### src/logic/decode_pkg.sv
/*
 * decode stage shared types
 * widths, instruction classes, format views and pipeline packets
 */
package decode_pkg;

  localparam int unsigned XLEN = 64;
  localparam int unsigned DEF_NUM_BYPASS = 3;

  typedef logic [XLEN-1:0] xlen_t;
  typedef logic [4:0] reg_addr_t;

  typedef enum logic [3:0] {
    CLS_NONE      = 4'd0,
    CLS_ALU_REG   = 4'd1,
    CLS_ALU_IMM   = 4'd2,
    CLS_ALU_REG_W = 4'd3,
    CLS_ALU_IMM_W = 4'd4,
    CLS_BRANCH    = 4'd5,
    CLS_LOAD      = 4'd6,
    CLS_STORE     = 4'd7,
    CLS_LUI       = 4'd8,
    CLS_AUIPC     = 4'd9,
    CLS_JAL       = 4'd10,
    CLS_JALR      = 4'd11,
    CLS_SYSTEM    = 4'd12
  } inst_class_e;

  // major opcode, inst[6:2]
  localparam logic [4:0] OPC_LOAD      = 5'b00000;
  localparam logic [4:0] OPC_ALU_IMM   = 5'b00100;
  localparam logic [4:0] OPC_AUIPC     = 5'b00101;
  localparam logic [4:0] OPC_ALU_IMM_W = 5'b00110;
  localparam logic [4:0] OPC_STORE     = 5'b01000;
  localparam logic [4:0] OPC_ALU_REG   = 5'b01100;
  localparam logic [4:0] OPC_LUI       = 5'b01101;
  localparam logic [4:0] OPC_ALU_REG_W = 5'b01110;
  localparam logic [4:0] OPC_BRANCH    = 5'b11000;
  localparam logic [4:0] OPC_JALR      = 5'b11001;
  localparam logic [4:0] OPC_JAL       = 5'b11011;
  localparam logic [4:0] OPC_SYSTEM    = 5'b11100;

  typedef struct packed {
    logic [6:0] funct7;
    reg_addr_t  rs2;
    reg_addr_t  rs1;
    logic [2:0] funct3;
    reg_addr_t  rd;
    logic [6:0] opcode;
  } r_fmt_t;

  typedef struct packed {
    logic [11:0] imm;
    reg_addr_t   rs1;
    logic [2:0]  funct3;
    reg_addr_t   rd;
    logic [6:0]  opcode;
  } i_fmt_t;

  typedef struct packed {
    logic [6:0] imm_hi;
    reg_addr_t  rs2;
    reg_addr_t  rs1;
    logic [2:0] funct3;
    logic [4:0] imm_lo;
    logic [6:0] opcode;
  } s_fmt_t;

  // branch offset bits are scattered, bit 0 is implied zero
  typedef struct packed {
    logic       imm12;
    logic [5:0] imm10_5;
    reg_addr_t  rs2;
    reg_addr_t  rs1;
    logic [2:0] funct3;
    logic [3:0] imm4_1;
    logic       imm11;
    logic [6:0] opcode;
  } b_fmt_t;

  typedef struct packed {
    logic [19:0] imm;
    reg_addr_t   rd;
    logic [6:0]  opcode;
  } u_fmt_t;

  typedef union packed {
    r_fmt_t r;
    i_fmt_t i;
    s_fmt_t s;
    b_fmt_t b;
    u_fmt_t u;
  } inst_u;

  typedef struct packed {
    xlen_t pc;
    inst_u inst;
    logic  pred_taken;
  } fetch_pkt_t;

  typedef struct packed {
    logic      ena;
    reg_addr_t addr;
    xlen_t     data;
  } bypass_t;

  typedef struct packed {
    xlen_t       pc;
    inst_class_e cls;
    logic [2:0]  funct3;
    xlen_t       op1;
    xlen_t       op2;
    logic        rd_we;
    reg_addr_t   rd_addr;
    logic        redirect;
    xlen_t       redirect_pc;
  } decode_pkt_t;

endpackage
### src/logic/decode_stage.sv
/*
 * RV64 decode stage
 * input register, classify, operand forwarding, branch resolve, output register
 */
`timescale 1ns/100ps

module decode_stage #(
  parameter int unsigned NUM_BYPASS = decode_pkg::DEF_NUM_BYPASS
) (
  input  logic                    clk,
  input  logic                    rst_n_i,
  input  logic                    in_valid_i,
  output logic                    in_ready_o,
  input  decode_pkg::fetch_pkt_t  in_pkt_i,
  output decode_pkg::reg_addr_t   rf_rs1_addr_o,
  output decode_pkg::reg_addr_t   rf_rs2_addr_o,
  input  decode_pkg::xlen_t       rf_rs1_data_i,
  input  decode_pkg::xlen_t       rf_rs2_data_i,
  input  decode_pkg::bypass_t     bypass_i [NUM_BYPASS],
  output logic                    out_valid_o,
  input  logic                    out_ready_i,
  output decode_pkg::decode_pkt_t out_pkt_o
);

  logic                    advance;
  logic                    held_valid;
  decode_pkg::fetch_pkt_t  held_pkt;
  decode_pkg::inst_class_e cls;
  logic                    rs1_rd;
  logic                    rs2_rd;
  logic                    rd_we;
  decode_pkg::reg_addr_t   rd_addr;
  decode_pkg::xlen_t       i_imm;
  decode_pkg::xlen_t       u_imm;
  decode_pkg::xlen_t       b_target;
  decode_pkg::xlen_t       op1;
  decode_pkg::xlen_t       op2;
  logic                    redirect;
  decode_pkg::xlen_t       redirect_pc;
  decode_pkg::decode_pkt_t dec_pkt;

  decode_in_reg in_reg_i (
    .clk          (clk),
    .rst_n_i      (rst_n_i),
    .in_valid_i   (in_valid_i),
    .in_ready_o   (in_ready_o),
    .in_pkt_i     (in_pkt_i),
    .advance_i    (advance),
    .held_valid_o (held_valid),
    .held_pkt_o   (held_pkt)
  );

  inst_classify classify_i (
    .inst_i     (held_pkt.inst),
    .pc_i       (held_pkt.pc),
    .cls_o      (cls),
    .rs1_rd_o   (rs1_rd),
    .rs2_rd_o   (rs2_rd),
    .rs1_addr_o (rf_rs1_addr_o),
    .rs2_addr_o (rf_rs2_addr_o),
    .rd_we_o    (rd_we),
    .rd_addr_o  (rd_addr),
    .i_imm_o    (i_imm),
    .u_imm_o    (u_imm),
    .b_target_o (b_target)
  );

  operand_bypass #(
    .NUM_BYPASS (NUM_BYPASS)
  ) bypass_sel_i (
    .cls_i         (cls),
    .rs1_rd_i      (rs1_rd),
    .rs2_rd_i      (rs2_rd),
    .rs1_addr_i    (rf_rs1_addr_o),
    .rs2_addr_i    (rf_rs2_addr_o),
    .rf_rs1_data_i (rf_rs1_data_i),
    .rf_rs2_data_i (rf_rs2_data_i),
    .bypass_i      (bypass_i),
    .pc_i          (held_pkt.pc),
    .i_imm_i       (i_imm),
    .u_imm_i       (u_imm),
    .op1_o         (op1),
    .op2_o         (op2)
  );

  // for a branch op2 is the forwarded rs2
  branch_resolve resolve_i (
    .cls_i         (cls),
    .funct3_i      (held_pkt.inst.r.funct3),
    .pred_taken_i  (held_pkt.pred_taken),
    .op1_i         (op1),
    .op2_i         (op2),
    .rs2_val_i     (op2),
    .pc_i          (held_pkt.pc),
    .i_imm_i       (i_imm),
    .b_target_i    (b_target),
    .redirect_o    (redirect),
    .redirect_pc_o (redirect_pc)
  );

  assign dec_pkt.pc          = held_pkt.pc;
  assign dec_pkt.cls         = cls;
  assign dec_pkt.funct3      = held_pkt.inst.r.funct3;
  assign dec_pkt.op1         = op1;
  assign dec_pkt.op2         = op2;
  assign dec_pkt.rd_we       = rd_we;
  assign dec_pkt.rd_addr     = rd_addr;
  assign dec_pkt.redirect    = redirect;
  assign dec_pkt.redirect_pc = redirect_pc;

  decode_out_reg out_reg_i (
    .clk          (clk),
    .rst_n_i      (rst_n_i),
    .held_valid_i (held_valid),
    .pkt_i        (dec_pkt),
    .advance_o    (advance),
    .out_valid_o  (out_valid_o),
    .out_ready_i  (out_ready_i),
    .out_pkt_o    (out_pkt_o)
  );

endmodule

### src/logic/decode_out_reg.sv
/*
 * decode output register
 * holds the decoded packet toward execute with valid/ready
 */
`timescale 1ns/100ps

module decode_out_reg (
  input  logic                    clk,
  input  logic                    rst_n_i,
  input  logic                    held_valid_i,
  input  decode_pkg::decode_pkt_t pkt_i,
  output logic                    advance_o,
  output logic                    out_valid_o,
  input  logic                    out_ready_i,
  output decode_pkg::decode_pkt_t out_pkt_o
);

  logic                    out_valid_q;
  decode_pkg::decode_pkt_t out_pkt_q;

  // empty, or execute takes the current packet this cycle
  assign advance_o = ~out_valid_q | out_ready_i;

  always_ff @(posedge clk) begin
    if (!rst_n_i) begin
      out_valid_q <= 1'b0;
    end else if (advance_o) begin
      out_valid_q <= held_valid_i;
    end
  end

  always_ff @(posedge clk) begin
    if (advance_o && held_valid_i) begin
      out_pkt_q <= pkt_i;
    end
  end

  assign out_valid_o = out_valid_q;
  assign out_pkt_o   = out_pkt_q;

endmodule

### src/logic/branch_resolve.sv
/*
 * branch resolution
 * evaluates conditional branches against the prediction, JALR always redirects
 */
`timescale 1ns/100ps

module branch_resolve (
  input  decode_pkg::inst_class_e cls_i,
  input  logic [2:0]              funct3_i,
  input  logic                    pred_taken_i,
  input  decode_pkg::xlen_t       op1_i,
  input  decode_pkg::xlen_t       op2_i,
  input  decode_pkg::xlen_t       rs2_val_i,
  input  decode_pkg::xlen_t       pc_i,
  input  decode_pkg::xlen_t       i_imm_i,
  input  decode_pkg::xlen_t       b_target_i,
  output logic                    redirect_o,
  output decode_pkg::xlen_t       redirect_pc_o
);

  logic [decode_pkg::XLEN:0] diff;
  logic                      eq;
  logic                      ltu;
  logic                      lt;
  logic                      taken;
  logic                      br_redirect;
  decode_pkg::xlen_t         br_pc;
  decode_pkg::xlen_t         jalr_sum;

  // borrow out of the wide subtract is the unsigned less-than
  assign diff = {1'b0, op1_i} - {1'b0, op2_i};
  assign ltu  = diff[decode_pkg::XLEN];
  assign lt   = (op1_i[decode_pkg::XLEN-1] ^ op2_i[decode_pkg::XLEN-1]) ?
                op1_i[decode_pkg::XLEN-1] : ltu;
  assign eq   = (op1_i == rs2_val_i);

  always_comb begin
    case (funct3_i)
      3'b000:  taken = eq;
      3'b001:  taken = ~eq;
      3'b100:  taken = lt;
      3'b101:  taken = ~lt;
      3'b110:  taken = ltu;
      3'b111:  taken = ~ltu;
      default: taken = 1'b0;
    endcase
  end

  assign br_redirect = (cls_i == decode_pkg::CLS_BRANCH) && (taken != pred_taken_i);
  // predicted taken but falls through, or the other way round
  assign br_pc = pred_taken_i ? pc_i + decode_pkg::XLEN'(4) : b_target_i;

  assign jalr_sum = op1_i + i_imm_i;

  always_comb begin
    if (br_redirect) begin
      redirect_o    = 1'b1;
      redirect_pc_o = br_pc;
    end else if (cls_i == decode_pkg::CLS_JALR) begin
      redirect_o    = 1'b1;
      redirect_pc_o = {jalr_sum[decode_pkg::XLEN-1:1], 1'b0};
    end else begin
      redirect_o    = 1'b0;
      redirect_pc_o = '0;
    end
  end

endmodule

### src/logic/operand_bypass.sv
/*
 * operand selection
 * forwards from the youngest matching bypass source, then muxes op1/op2
 */
`timescale 1ns/100ps

module operand_bypass #(
  parameter int unsigned NUM_BYPASS = 3
) (
  input  decode_pkg::inst_class_e cls_i,
  input  logic                    rs1_rd_i,
  input  logic                    rs2_rd_i,
  input  decode_pkg::reg_addr_t   rs1_addr_i,
  input  decode_pkg::reg_addr_t   rs2_addr_i,
  input  decode_pkg::xlen_t       rf_rs1_data_i,
  input  decode_pkg::xlen_t       rf_rs2_data_i,
  input  decode_pkg::bypass_t     bypass_i [NUM_BYPASS],
  input  decode_pkg::xlen_t       pc_i,
  input  decode_pkg::xlen_t       i_imm_i,
  input  decode_pkg::xlen_t       u_imm_i,
  output decode_pkg::xlen_t       op1_o,
  output decode_pkg::xlen_t       op2_o
);

  decode_pkg::xlen_t rs1_val;
  decode_pkg::xlen_t rs2_val;

  // walk oldest to youngest so index 0 has the last word
  function automatic decode_pkg::xlen_t forward(input decode_pkg::reg_addr_t addr,
                                                input decode_pkg::xlen_t rf_data);
    decode_pkg::xlen_t val;
    val = rf_data;
    for (int i = NUM_BYPASS - 1; i >= 0; i--) begin
      if (bypass_i[i].ena && bypass_i[i].addr == addr && addr != '0) begin
        val = bypass_i[i].data;
      end
    end
    return val;
  endfunction

  always_comb begin
    rs1_val = forward(rs1_addr_i, rf_rs1_data_i);
    rs2_val = forward(rs2_addr_i, rf_rs2_data_i);
  end

  always_comb begin
    if (rs1_rd_i) begin
      op1_o = rs1_val;
    end else if (cls_i inside {decode_pkg::CLS_AUIPC, decode_pkg::CLS_JAL}) begin
      op1_o = pc_i;
    end else begin
      op1_o = '0;
    end
  end

  always_comb begin
    if (rs2_rd_i) begin
      op2_o = rs2_val;
    end else if (cls_i inside {decode_pkg::CLS_ALU_IMM, decode_pkg::CLS_ALU_IMM_W,
                               decode_pkg::CLS_LOAD}) begin
      op2_o = i_imm_i;
    end else if (cls_i inside {decode_pkg::CLS_LUI, decode_pkg::CLS_AUIPC}) begin
      op2_o = u_imm_i;
    end else if (cls_i inside {decode_pkg::CLS_JAL, decode_pkg::CLS_JALR}) begin
      // link base for execute
      op2_o = pc_i;
    end else begin
      op2_o = '0;
    end
  end

endmodule

### src/logic/inst_classify.sv
/*
 * instruction classifier
 * major opcode to class, register usage and immediates
 */
`timescale 1ns/100ps

module inst_classify (
  input  decode_pkg::inst_u       inst_i,
  input  decode_pkg::xlen_t       pc_i,
  output decode_pkg::inst_class_e cls_o,
  output logic                    rs1_rd_o,
  output logic                    rs2_rd_o,
  output decode_pkg::reg_addr_t   rs1_addr_o,
  output decode_pkg::reg_addr_t   rs2_addr_o,
  output logic                    rd_we_o,
  output decode_pkg::reg_addr_t   rd_addr_o,
  output decode_pkg::xlen_t       i_imm_o,
  output decode_pkg::xlen_t       u_imm_o,
  output decode_pkg::xlen_t       b_target_o
);

  logic [4:0]  major;
  logic [12:0] b_off;

  assign major = inst_i.r.opcode[6:2];

  always_comb begin
    cls_o = decode_pkg::CLS_NONE;
    // compressed encodings and anything else fall out as none
    if (inst_i.r.opcode[1:0] == 2'b11) begin
      case (major)
        decode_pkg::OPC_ALU_REG:   cls_o = decode_pkg::CLS_ALU_REG;
        decode_pkg::OPC_ALU_IMM:   cls_o = decode_pkg::CLS_ALU_IMM;
        decode_pkg::OPC_ALU_REG_W: cls_o = decode_pkg::CLS_ALU_REG_W;
        decode_pkg::OPC_ALU_IMM_W: cls_o = decode_pkg::CLS_ALU_IMM_W;
        decode_pkg::OPC_BRANCH:    cls_o = decode_pkg::CLS_BRANCH;
        decode_pkg::OPC_LOAD:      cls_o = decode_pkg::CLS_LOAD;
        decode_pkg::OPC_STORE:     cls_o = decode_pkg::CLS_STORE;
        decode_pkg::OPC_LUI:       cls_o = decode_pkg::CLS_LUI;
        decode_pkg::OPC_AUIPC:     cls_o = decode_pkg::CLS_AUIPC;
        decode_pkg::OPC_JAL:       cls_o = decode_pkg::CLS_JAL;
        decode_pkg::OPC_JALR:      cls_o = decode_pkg::CLS_JALR;
        decode_pkg::OPC_SYSTEM:    cls_o = decode_pkg::CLS_SYSTEM;
        default:                   cls_o = decode_pkg::CLS_NONE;
      endcase
    end
  end

  assign rs1_rd_o = cls_o inside {decode_pkg::CLS_ALU_REG, decode_pkg::CLS_ALU_IMM,
                                  decode_pkg::CLS_ALU_REG_W, decode_pkg::CLS_ALU_IMM_W,
                                  decode_pkg::CLS_BRANCH, decode_pkg::CLS_LOAD,
                                  decode_pkg::CLS_STORE, decode_pkg::CLS_JALR};
  assign rs2_rd_o = cls_o inside {decode_pkg::CLS_ALU_REG, decode_pkg::CLS_ALU_REG_W,
                                  decode_pkg::CLS_BRANCH, decode_pkg::CLS_STORE};
  assign rd_we_o  = cls_o inside {decode_pkg::CLS_ALU_REG, decode_pkg::CLS_ALU_IMM,
                                  decode_pkg::CLS_ALU_REG_W, decode_pkg::CLS_ALU_IMM_W,
                                  decode_pkg::CLS_LOAD, decode_pkg::CLS_LUI,
                                  decode_pkg::CLS_AUIPC, decode_pkg::CLS_JAL,
                                  decode_pkg::CLS_JALR};

  assign rs1_addr_o = rs1_rd_o ? inst_i.r.rs1 : '0;
  assign rs2_addr_o = rs2_rd_o ? inst_i.r.rs2 : '0;
  assign rd_addr_o  = rd_we_o ? inst_i.r.rd : '0;

  assign i_imm_o = {{(decode_pkg::XLEN-12){inst_i.i.imm[11]}}, inst_i.i.imm};
  assign u_imm_o = {{(decode_pkg::XLEN-32){inst_i.u.imm[19]}}, inst_i.u.imm, 12'b0};

  // reassemble the scattered branch offset
  assign b_off = {inst_i.b.imm12, inst_i.b.imm11, inst_i.b.imm10_5, inst_i.b.imm4_1, 1'b0};
  assign b_target_o = pc_i + {{(decode_pkg::XLEN-13){b_off[12]}}, b_off};

endmodule

### src/logic/decode_in_reg.sv
/*
 * decode input register
 * one-entry holding slot for fetch packets, valid/ready toward fetch
 */
`timescale 1ns/100ps

module decode_in_reg (
  input  logic                   clk,
  input  logic                   rst_n_i,
  input  logic                   in_valid_i,
  output logic                   in_ready_o,
  input  decode_pkg::fetch_pkt_t in_pkt_i,
  input  logic                   advance_i,
  output logic                   held_valid_o,
  output decode_pkg::fetch_pkt_t held_pkt_o
);

  logic                   held_valid_q;
  decode_pkg::fetch_pkt_t held_pkt_q;

  // free slot, or the current entry moves on this edge
  assign in_ready_o = ~held_valid_q | advance_i;

  always_ff @(posedge clk) begin
    if (!rst_n_i) begin
      held_valid_q <= 1'b0;
    end else if (in_ready_o) begin
      held_valid_q <= in_valid_i;
    end
  end

  always_ff @(posedge clk) begin
    if (in_ready_o && in_valid_i) begin
      held_pkt_q <= in_pkt_i;
    end
  end

  assign held_valid_o = held_valid_q;
  assign held_pkt_o   = held_pkt_q;

endmodule

### config.mk
export PLATFORM = sky130hd
export DESIGN_NAME = decode_stage
export DESIGN_NICKNAME = d
export VERILOG_FILES = /design/src/logic/decode_pkg.sv /design/src/logic/decode_stage.sv /design/src/logic/decode_out_reg.sv /design/src/logic/branch_resolve.sv /design/src/logic/operand_bypass.sv /design/src/logic/inst_classify.sv /design/src/logic/decode_in_reg.sv
export SDC_FILE = /design/constraint.sdc
export NUM_CORES = 1
export LEC_CHECK = 0
export BUFFER_PORTS_ARGS = -buffer_cell sky130_fd_sc_hd__buf_2
export CAP_MARGIN = 10
export CORE_MARGIN = 5
export CORE_UTILIZATION = 30
export DETAILED_ROUTE_END_ITERATION = 16
export HOLD_SLACK_MARGIN = 0.1
export PLACE_DENSITY_LB_ADDON = 0.12
export SYNTH_ARGS = -nofsm -noshare
export SYNTH_HDL_FRONTEND = slang
export SYNTH_SLANG_ARGS = --single-unit
### constraint.sdc
create_clock -name clk -period 26.1 [get_ports clk]
set_input_delay 1.305 -clock clk [delete_from_list [all_inputs] [get_ports clk]]
set_output_delay 1.305 -clock clk [all_outputs]
set_load 0.03 [all_outputs]
* After elaboration in Yosys (flattened, before gate mapping)
Memory sizes are Yosys's and may differ from the RTL's. A register that Yosys moved wholly into a read port is not among the register bits. Index checks and enable logic that the tools add are counted.
Storage, ports and cells: register bits 369, bits in latches 0, memory bits (writable) 0, bits in read-only memories 128, input bits 439, output and inout bits 282, logic and storage cells 99, memories kept 1
Memory list:
- (no name shown) | words 32, width 4, rd ports 1, clocked after Yosys merged registers in 1, write ports 0, RTL line inst_classify.sv:31 | case (major)
Operators by class: add/subtract/negate cells 4, $mul 0, divide/modulo/power cells 0, magnitude comparators 0, eq/ne operators 25, shift-type cells 0, multiplexer cells 22, bitwise operators 8, reduce and logical (&&, ||, !) cells 25
Operator list (number):
- 64-bit two-way mux | 15
- 64-bit adder | 2
- 64-bit by 64-bit subtractor with 65-bit output | 1
- 64-bit by 3-bit adder with 64-bit output (second input constant) | 1
- 64-bit equality test | 1
- 5-bit equality test | 6
- 4-bit by 3-bit equality test with 1-bit output (second input constant) | 4
- 4-bit equality test (second input constant) | 4
- 1-bit logical AND | 15
- 5-bit two-way mux | 3
- 3-bit equality test (second input constant) | 4
- 5-bit nonzero test | 2
- 9-bit nonzero test | 1
- 4-bit by 2-bit equality test with 1-bit output (second input constant) | 2
- 8-bit nonzero test | 1
- 1-bit one-hot mux with 6 select lines | 1
- 2-bit nonzero test | 3
- 1-bit inverter | 5
- 4-bit by 1-bit equality test with 1-bit output (second input constant) | 1
- 4-bit two-way mux | 1
- 4-bit nonzero test | 1
- 3-bit by 1-bit equality test with 1-bit output (second input constant) | 1
- 3-bit zero test | 1
- 3-bit nonzero test | 1
- 5 further kinds | 7

* Longest topological paths before layout
depth after elaboration 19, mapped depth 29, depth with buffers taken out 23

* Cells and area by module
Synthesis repeated with hierarchy kept, for this count alone.
Unflattened totals: cell total of the unflattened synthesis 3570, area, all modules 32240.9 µm²
By module, submodules not included:
- branch_resolve | times used 1, cells an instance 1287, area each 8558.2 µm², sequential area each 0.0 µm²
- decode_out_reg | times used 1, cells an instance 275, area each 8165.3 µm², sequential area each 8127.8 µm²
- operand_bypass | times used 1, cells an instance 1181, area each 7586.0 µm², sequential area each 0.0 µm²
- inst_classify | times used 1, cells an instance 725, area each 4961.0 µm², sequential area each 0.0 µm²
- decode_in_reg | times used 1, cells an instance 102, area each 2970.3 µm², sequential area each 2932.8 µm²

* Worst setup path before layout
Ideal clock, no wire load.
path kind input to register, from input out_ready_i, to register out_reg_i.out_pkt_q, in the netlist out_reg_i.out_pkt_o[0], enable pin, setup time 939 ps, arrival time 13287 ps, required time 25161 ps, slack 11874 ps, stages on the path 2, buffers on the path 0, path through nor2b_1 > nor2b_1
On the way: longest elaborated chain between the ends 2
RTL lines:
- start, declared | RTL line decode_stage.sv:21 | input logic out_ready_i,
- 1-bit bitwise OR | RTL line decode_out_reg.sv:22 | assign advance_o = ~out_valid_q | out_ready_i;
- 1-bit logical AND | RTL line decode_out_reg.sv:33 | if (advance_o && held_valid_i) begin
- end signal, assigned | RTL line decode_out_reg.sv:34 | out_pkt_q <= pkt_i;
- end, declared | RTL line decode_out_reg.sv:19 | decode_pkg::decode_pkt_t out_pkt_q;
No other way between the ends. A chain may end at the register's enable or synchronous reset.

==> metrics.md <==
| Metric | Value |
|---|---|
| Clock sink total | `373` |
| Area growth, synth to finish | `23.24%` |
| Slew headroom | `25.30%` |
| Post-synthesis mux area share | `5.442%` |
| Design area | `35670 um^2` |
| Number of flops mapped to enable cells by yosys | `367` |
| Core Region | `96280 um^2` |
| H-tree Lvls | `2` |
| Setup violations, final | `0` |
| Setup crit start kind | `flop` |
| Status | `completed` |
| Vias in the first global route | `27419` |
| Clock-pin slew of the registers on the worst-case setup and hold paths | `0.06 ns` |
| RSZ-0062 raised after global routing | `false` |
| Leak | `0.01513 uW` |
| Min-delay src | `in_reg_i.held_pkt_o[65]$_DFFE_PP_` |
| Setup_tns | `0 ns` |
| Count leader, synth | `edfxtp_1` |
| Max Cap Viol | `0` |
| Flops & latches, synth | `373` |
| Initial antenna violation count | `20` |
| I/O Pins | `721` |
| DRT Wirelength | `142400 um` |
| DR WL/cell | `27.64 um` |
| Iter 0 DRT Violations | `2588` |
| Post-CTS sizing | `0` |
| Critical path origin | `in_reg_i.held_pkt_o[16]$_DFFE_PP_` |
| Worst-Margin Slew | `1.109 ns` |
| Placed inst area | `33930 um^2` |
| Crit end category | `flop` |
| Worst-Skew Late Latency | `0.66 ns` |
| Largest net degree at the start of global routing | `150` |
| Synth Instances | `3176` |
| Post-synthesis average cell area | `9.114 um^2` |
| Peak VDD IR | `44.84 uV` |
| Post-synth top area share | `38.07%` |
| Chip Width | `320.6 um` |
| Final number of hold-violating endpoints | `0` |
| Worst path arrival time | `8.38 ns` |
| Die Y | `320.6 um` |
| Crit-path max FO | `51` |
| TritonRoute pass-1 iters | `7` |
| Nets | `4457` |
| Routability cong. | `0.9400` |
| Share of layout cells above drive strength 1 | `23.71%` |
| Routed Antenna Nets | `0` |
| Main combinational cell family by area after synthesis | `compound AO/OA/AOI/OAI gates` |
| Setup bufs post-CTS | `0` |
| Pwr per Cell Area | `54.50 nW/um^2` |
| Register area share after synthesis | `38.49%` |
| Mapped cell area | `28950 um^2` |
| Hold buffers post-CTS | `0` |
| Req. time, crit path | `26.43 ns` |
| Multi-input combinational cell area | `16820 um^2` |
| Number of fill cells | `10060` |
| Row count | `114` |
| Vias | `28533` |
| Tcrit/Tclk final | `30.84%` |
| CTS Root Cell | `clkbuf_16` |
| Crit Path Category | `reg -> reg` |
| Port Buffers | `720` |
| Synth Area in Adders | `8.308%` |
| Most used DFF post-synth | `edfxtp_1` |
| Post-synth cell types | `94` |
| Yosys warning count | `0` |
| Total track usage | `26.32%` |
| Leading post-synthesis cells by cell area | `edfxtp_1 38%, ha_1 8.2%, a21oi_1 5.5%` |
| Detailed placer's ending HPWL | `113200 um` |
| Clk_skew | `0.04020 ns` |
| Fmax | `124.2 MHz` |
| Syn_nets | `3806` |
| HP Class | `reg -> reg` |
| Total die area | `102800 um^2` |
| Period minus WS final | `8.050 ns` |
| Max-slew violation count | `0` |
| Post-synth top cells | `367 x edfxtp_1, 316 x a21oi_1, 314 x nand2_1` |
| Total gr overflow | `0` |
| First-pass GRT wire length | `199600 um` |
| Drt drc | `0` |
| Clock Path Buffers | `3` |
| Compound-gate portion of the synthesized area | `23.64%` |
| Register area | `11140 um^2` |
| Vias per cell | `5.538` |
| Xor-xnor portion of the synthesized cell area | `5.325%` |
| CTS Buf Count | `50` |
| Ys async rst share | `0%` |
| Cell taking the most area after synthesis | `edfxtp_1` |
| CTS tree | `built` |
| Post-synthesis simple-gate area fraction | `15.19%` |
| R2R Path Start | `in_reg_i.held_pkt_o[16]$_DFFE_PP_` |
| Starting Density | `30.06%` |
[kinds of logic (layout without fill, tap and decap cells)]
| group | Yosys count | in the layout |
|---|---|---|
| adder cells (fa/ha/maj) | 191 | 191 |
| buffers and inverters | 263 | 955 |
| multiplexers | 157 | 157 |
| XOR/XNOR | 176 | 176 |
| AND/OR/NAND/NOR | 923 | 923 |
| AO/OA/AOI/OAI | 1093 | 1093 |
| other | 0 | 8 |
| flip-flops | 373 | 373 |
[layer usage]
layer / wire length [um] / vias to the layer above / global-route usage (%)
met5: 53 / - / 0
met4: 4428 / 8 / 7.860
met3: 10390 / 181 / 4.928
met2: 61780 / 1172 / 40.30
met1: 65780 / 13820 / 37.87
li1: - / 13352 / -
[registers in the layout, indices dropped and copies added, names as in the netlist, named ones only]
| signal | cells |
|---|---|
| in_reg_i.held_pkt_o | 97 |
| out_reg_i.out_pkt_o | 270 |
| out_reg_i.out_valid_o | 1 |
| in_reg_i.held_valid_o | 1 |
[metrics by stage]
stage,cells,total power [uW],setup WS (ns),util (%),hold slack [ns]
4_1_cts,5144,1958,18.15,37.03,0.4994
5_1_grt,5148,2023,17.68,37.04,0.5230
6_report,5152,1944,18.05,37.05,0.4837
2_1_floorplan,3176,1021,11.87,-,0.4523
3_3_place_gp,5051,1212,17.68,35.24,0.4741
3_5_place_dp,5051,1208,17.59,35.24,0.4786
[cells in the final DEF (no fill, tap or decap), types with 66 or more instances in the layout]
| cell type | netlist | routed |
|---|---|---|
| a211oi_1 | 99 | 99 |
| a21oi_1 | 316 | 316 |
| buf_2 | 24 | 720 |
| edfxtp_1 | 367 | 367 |
| ha_1 | 189 | 189 |
| inv_1 | 83 | 82 |
| mux2i_1 | 154 | 154 |
| nand2_1 | 314 | 312 |
| nand3_1 | 80 | 79 |
| nor2_1 | 242 | 240 |
| o21a_1 | 66 | 66 |
| o21ai_0 | 272 | 272 |
| xnor2_1 | 99 | 99 |
| xor2_1 | 77 | 77 |
[layout make-up]
class | count | share of cell area (%)
Multi-Input combinational cell | 2540 | 47.16
Clock inverter | 36 | 1.182
Tap cell | 1276 | 4.476
Clock buffer | 57 | 3.641
Antenna cell | 8 | 0.05612
Timing Repair Buffer | 779 | 11.38
Sequential cell | 373 | 31.23
Inverter | 83 | 0.8804
[worst max-delay path: stages, from the launching register on]
cell	delay, ns
edfxtp_1	0.60
or4_4	0.65
nor2_4	0.15
nor3_1	0.13
nand3_4	0.39
buf_4	0.68
mux2i_1	0.16
a211oi_1	0.37
a21oi_1	0.07
o21ai_0	0.85
ha_1	0.24
nand4_1	0.13
nor3_1	0.53
nand2_1	0.20
nor4_1	0.34
a311oi_1	0.17
and3_1	0.22
o221ai_1	0.29
and3_1	0.43
nor2_4	0.10
a21oi_4	0.11
buf_4	0.56
o22ai_1	0.23
[report_power, final]
part           total, uW  leakage (uW)  switching (uW)  internal [uW]
logic                476        0.0107             309            167
clock network        741      0.000823             311            430
registers            727       0.00365            34.3            692
[worst paths after layout]
| path | cells after the start | end | slack, ns |
|---|---|---|---|
| setup / recovery | 22 | out_reg_i.out_pkt_o[53]$_DFFE_PP_ | 18.05 |
| hold reg to reg | 0 | out_reg_i.out_pkt_o[238]$_DFFE_PP_ | 0.48 |
| setup reg to reg | 22 | out_reg_i.out_pkt_o[53]$_DFFE_PP_ | 18.05 |
| hold / removal | 0 | out_reg_i.out_pkt_o[238]$_DFFE_PP_ | 0.48 |
Power figures use the tool's default switching activity.
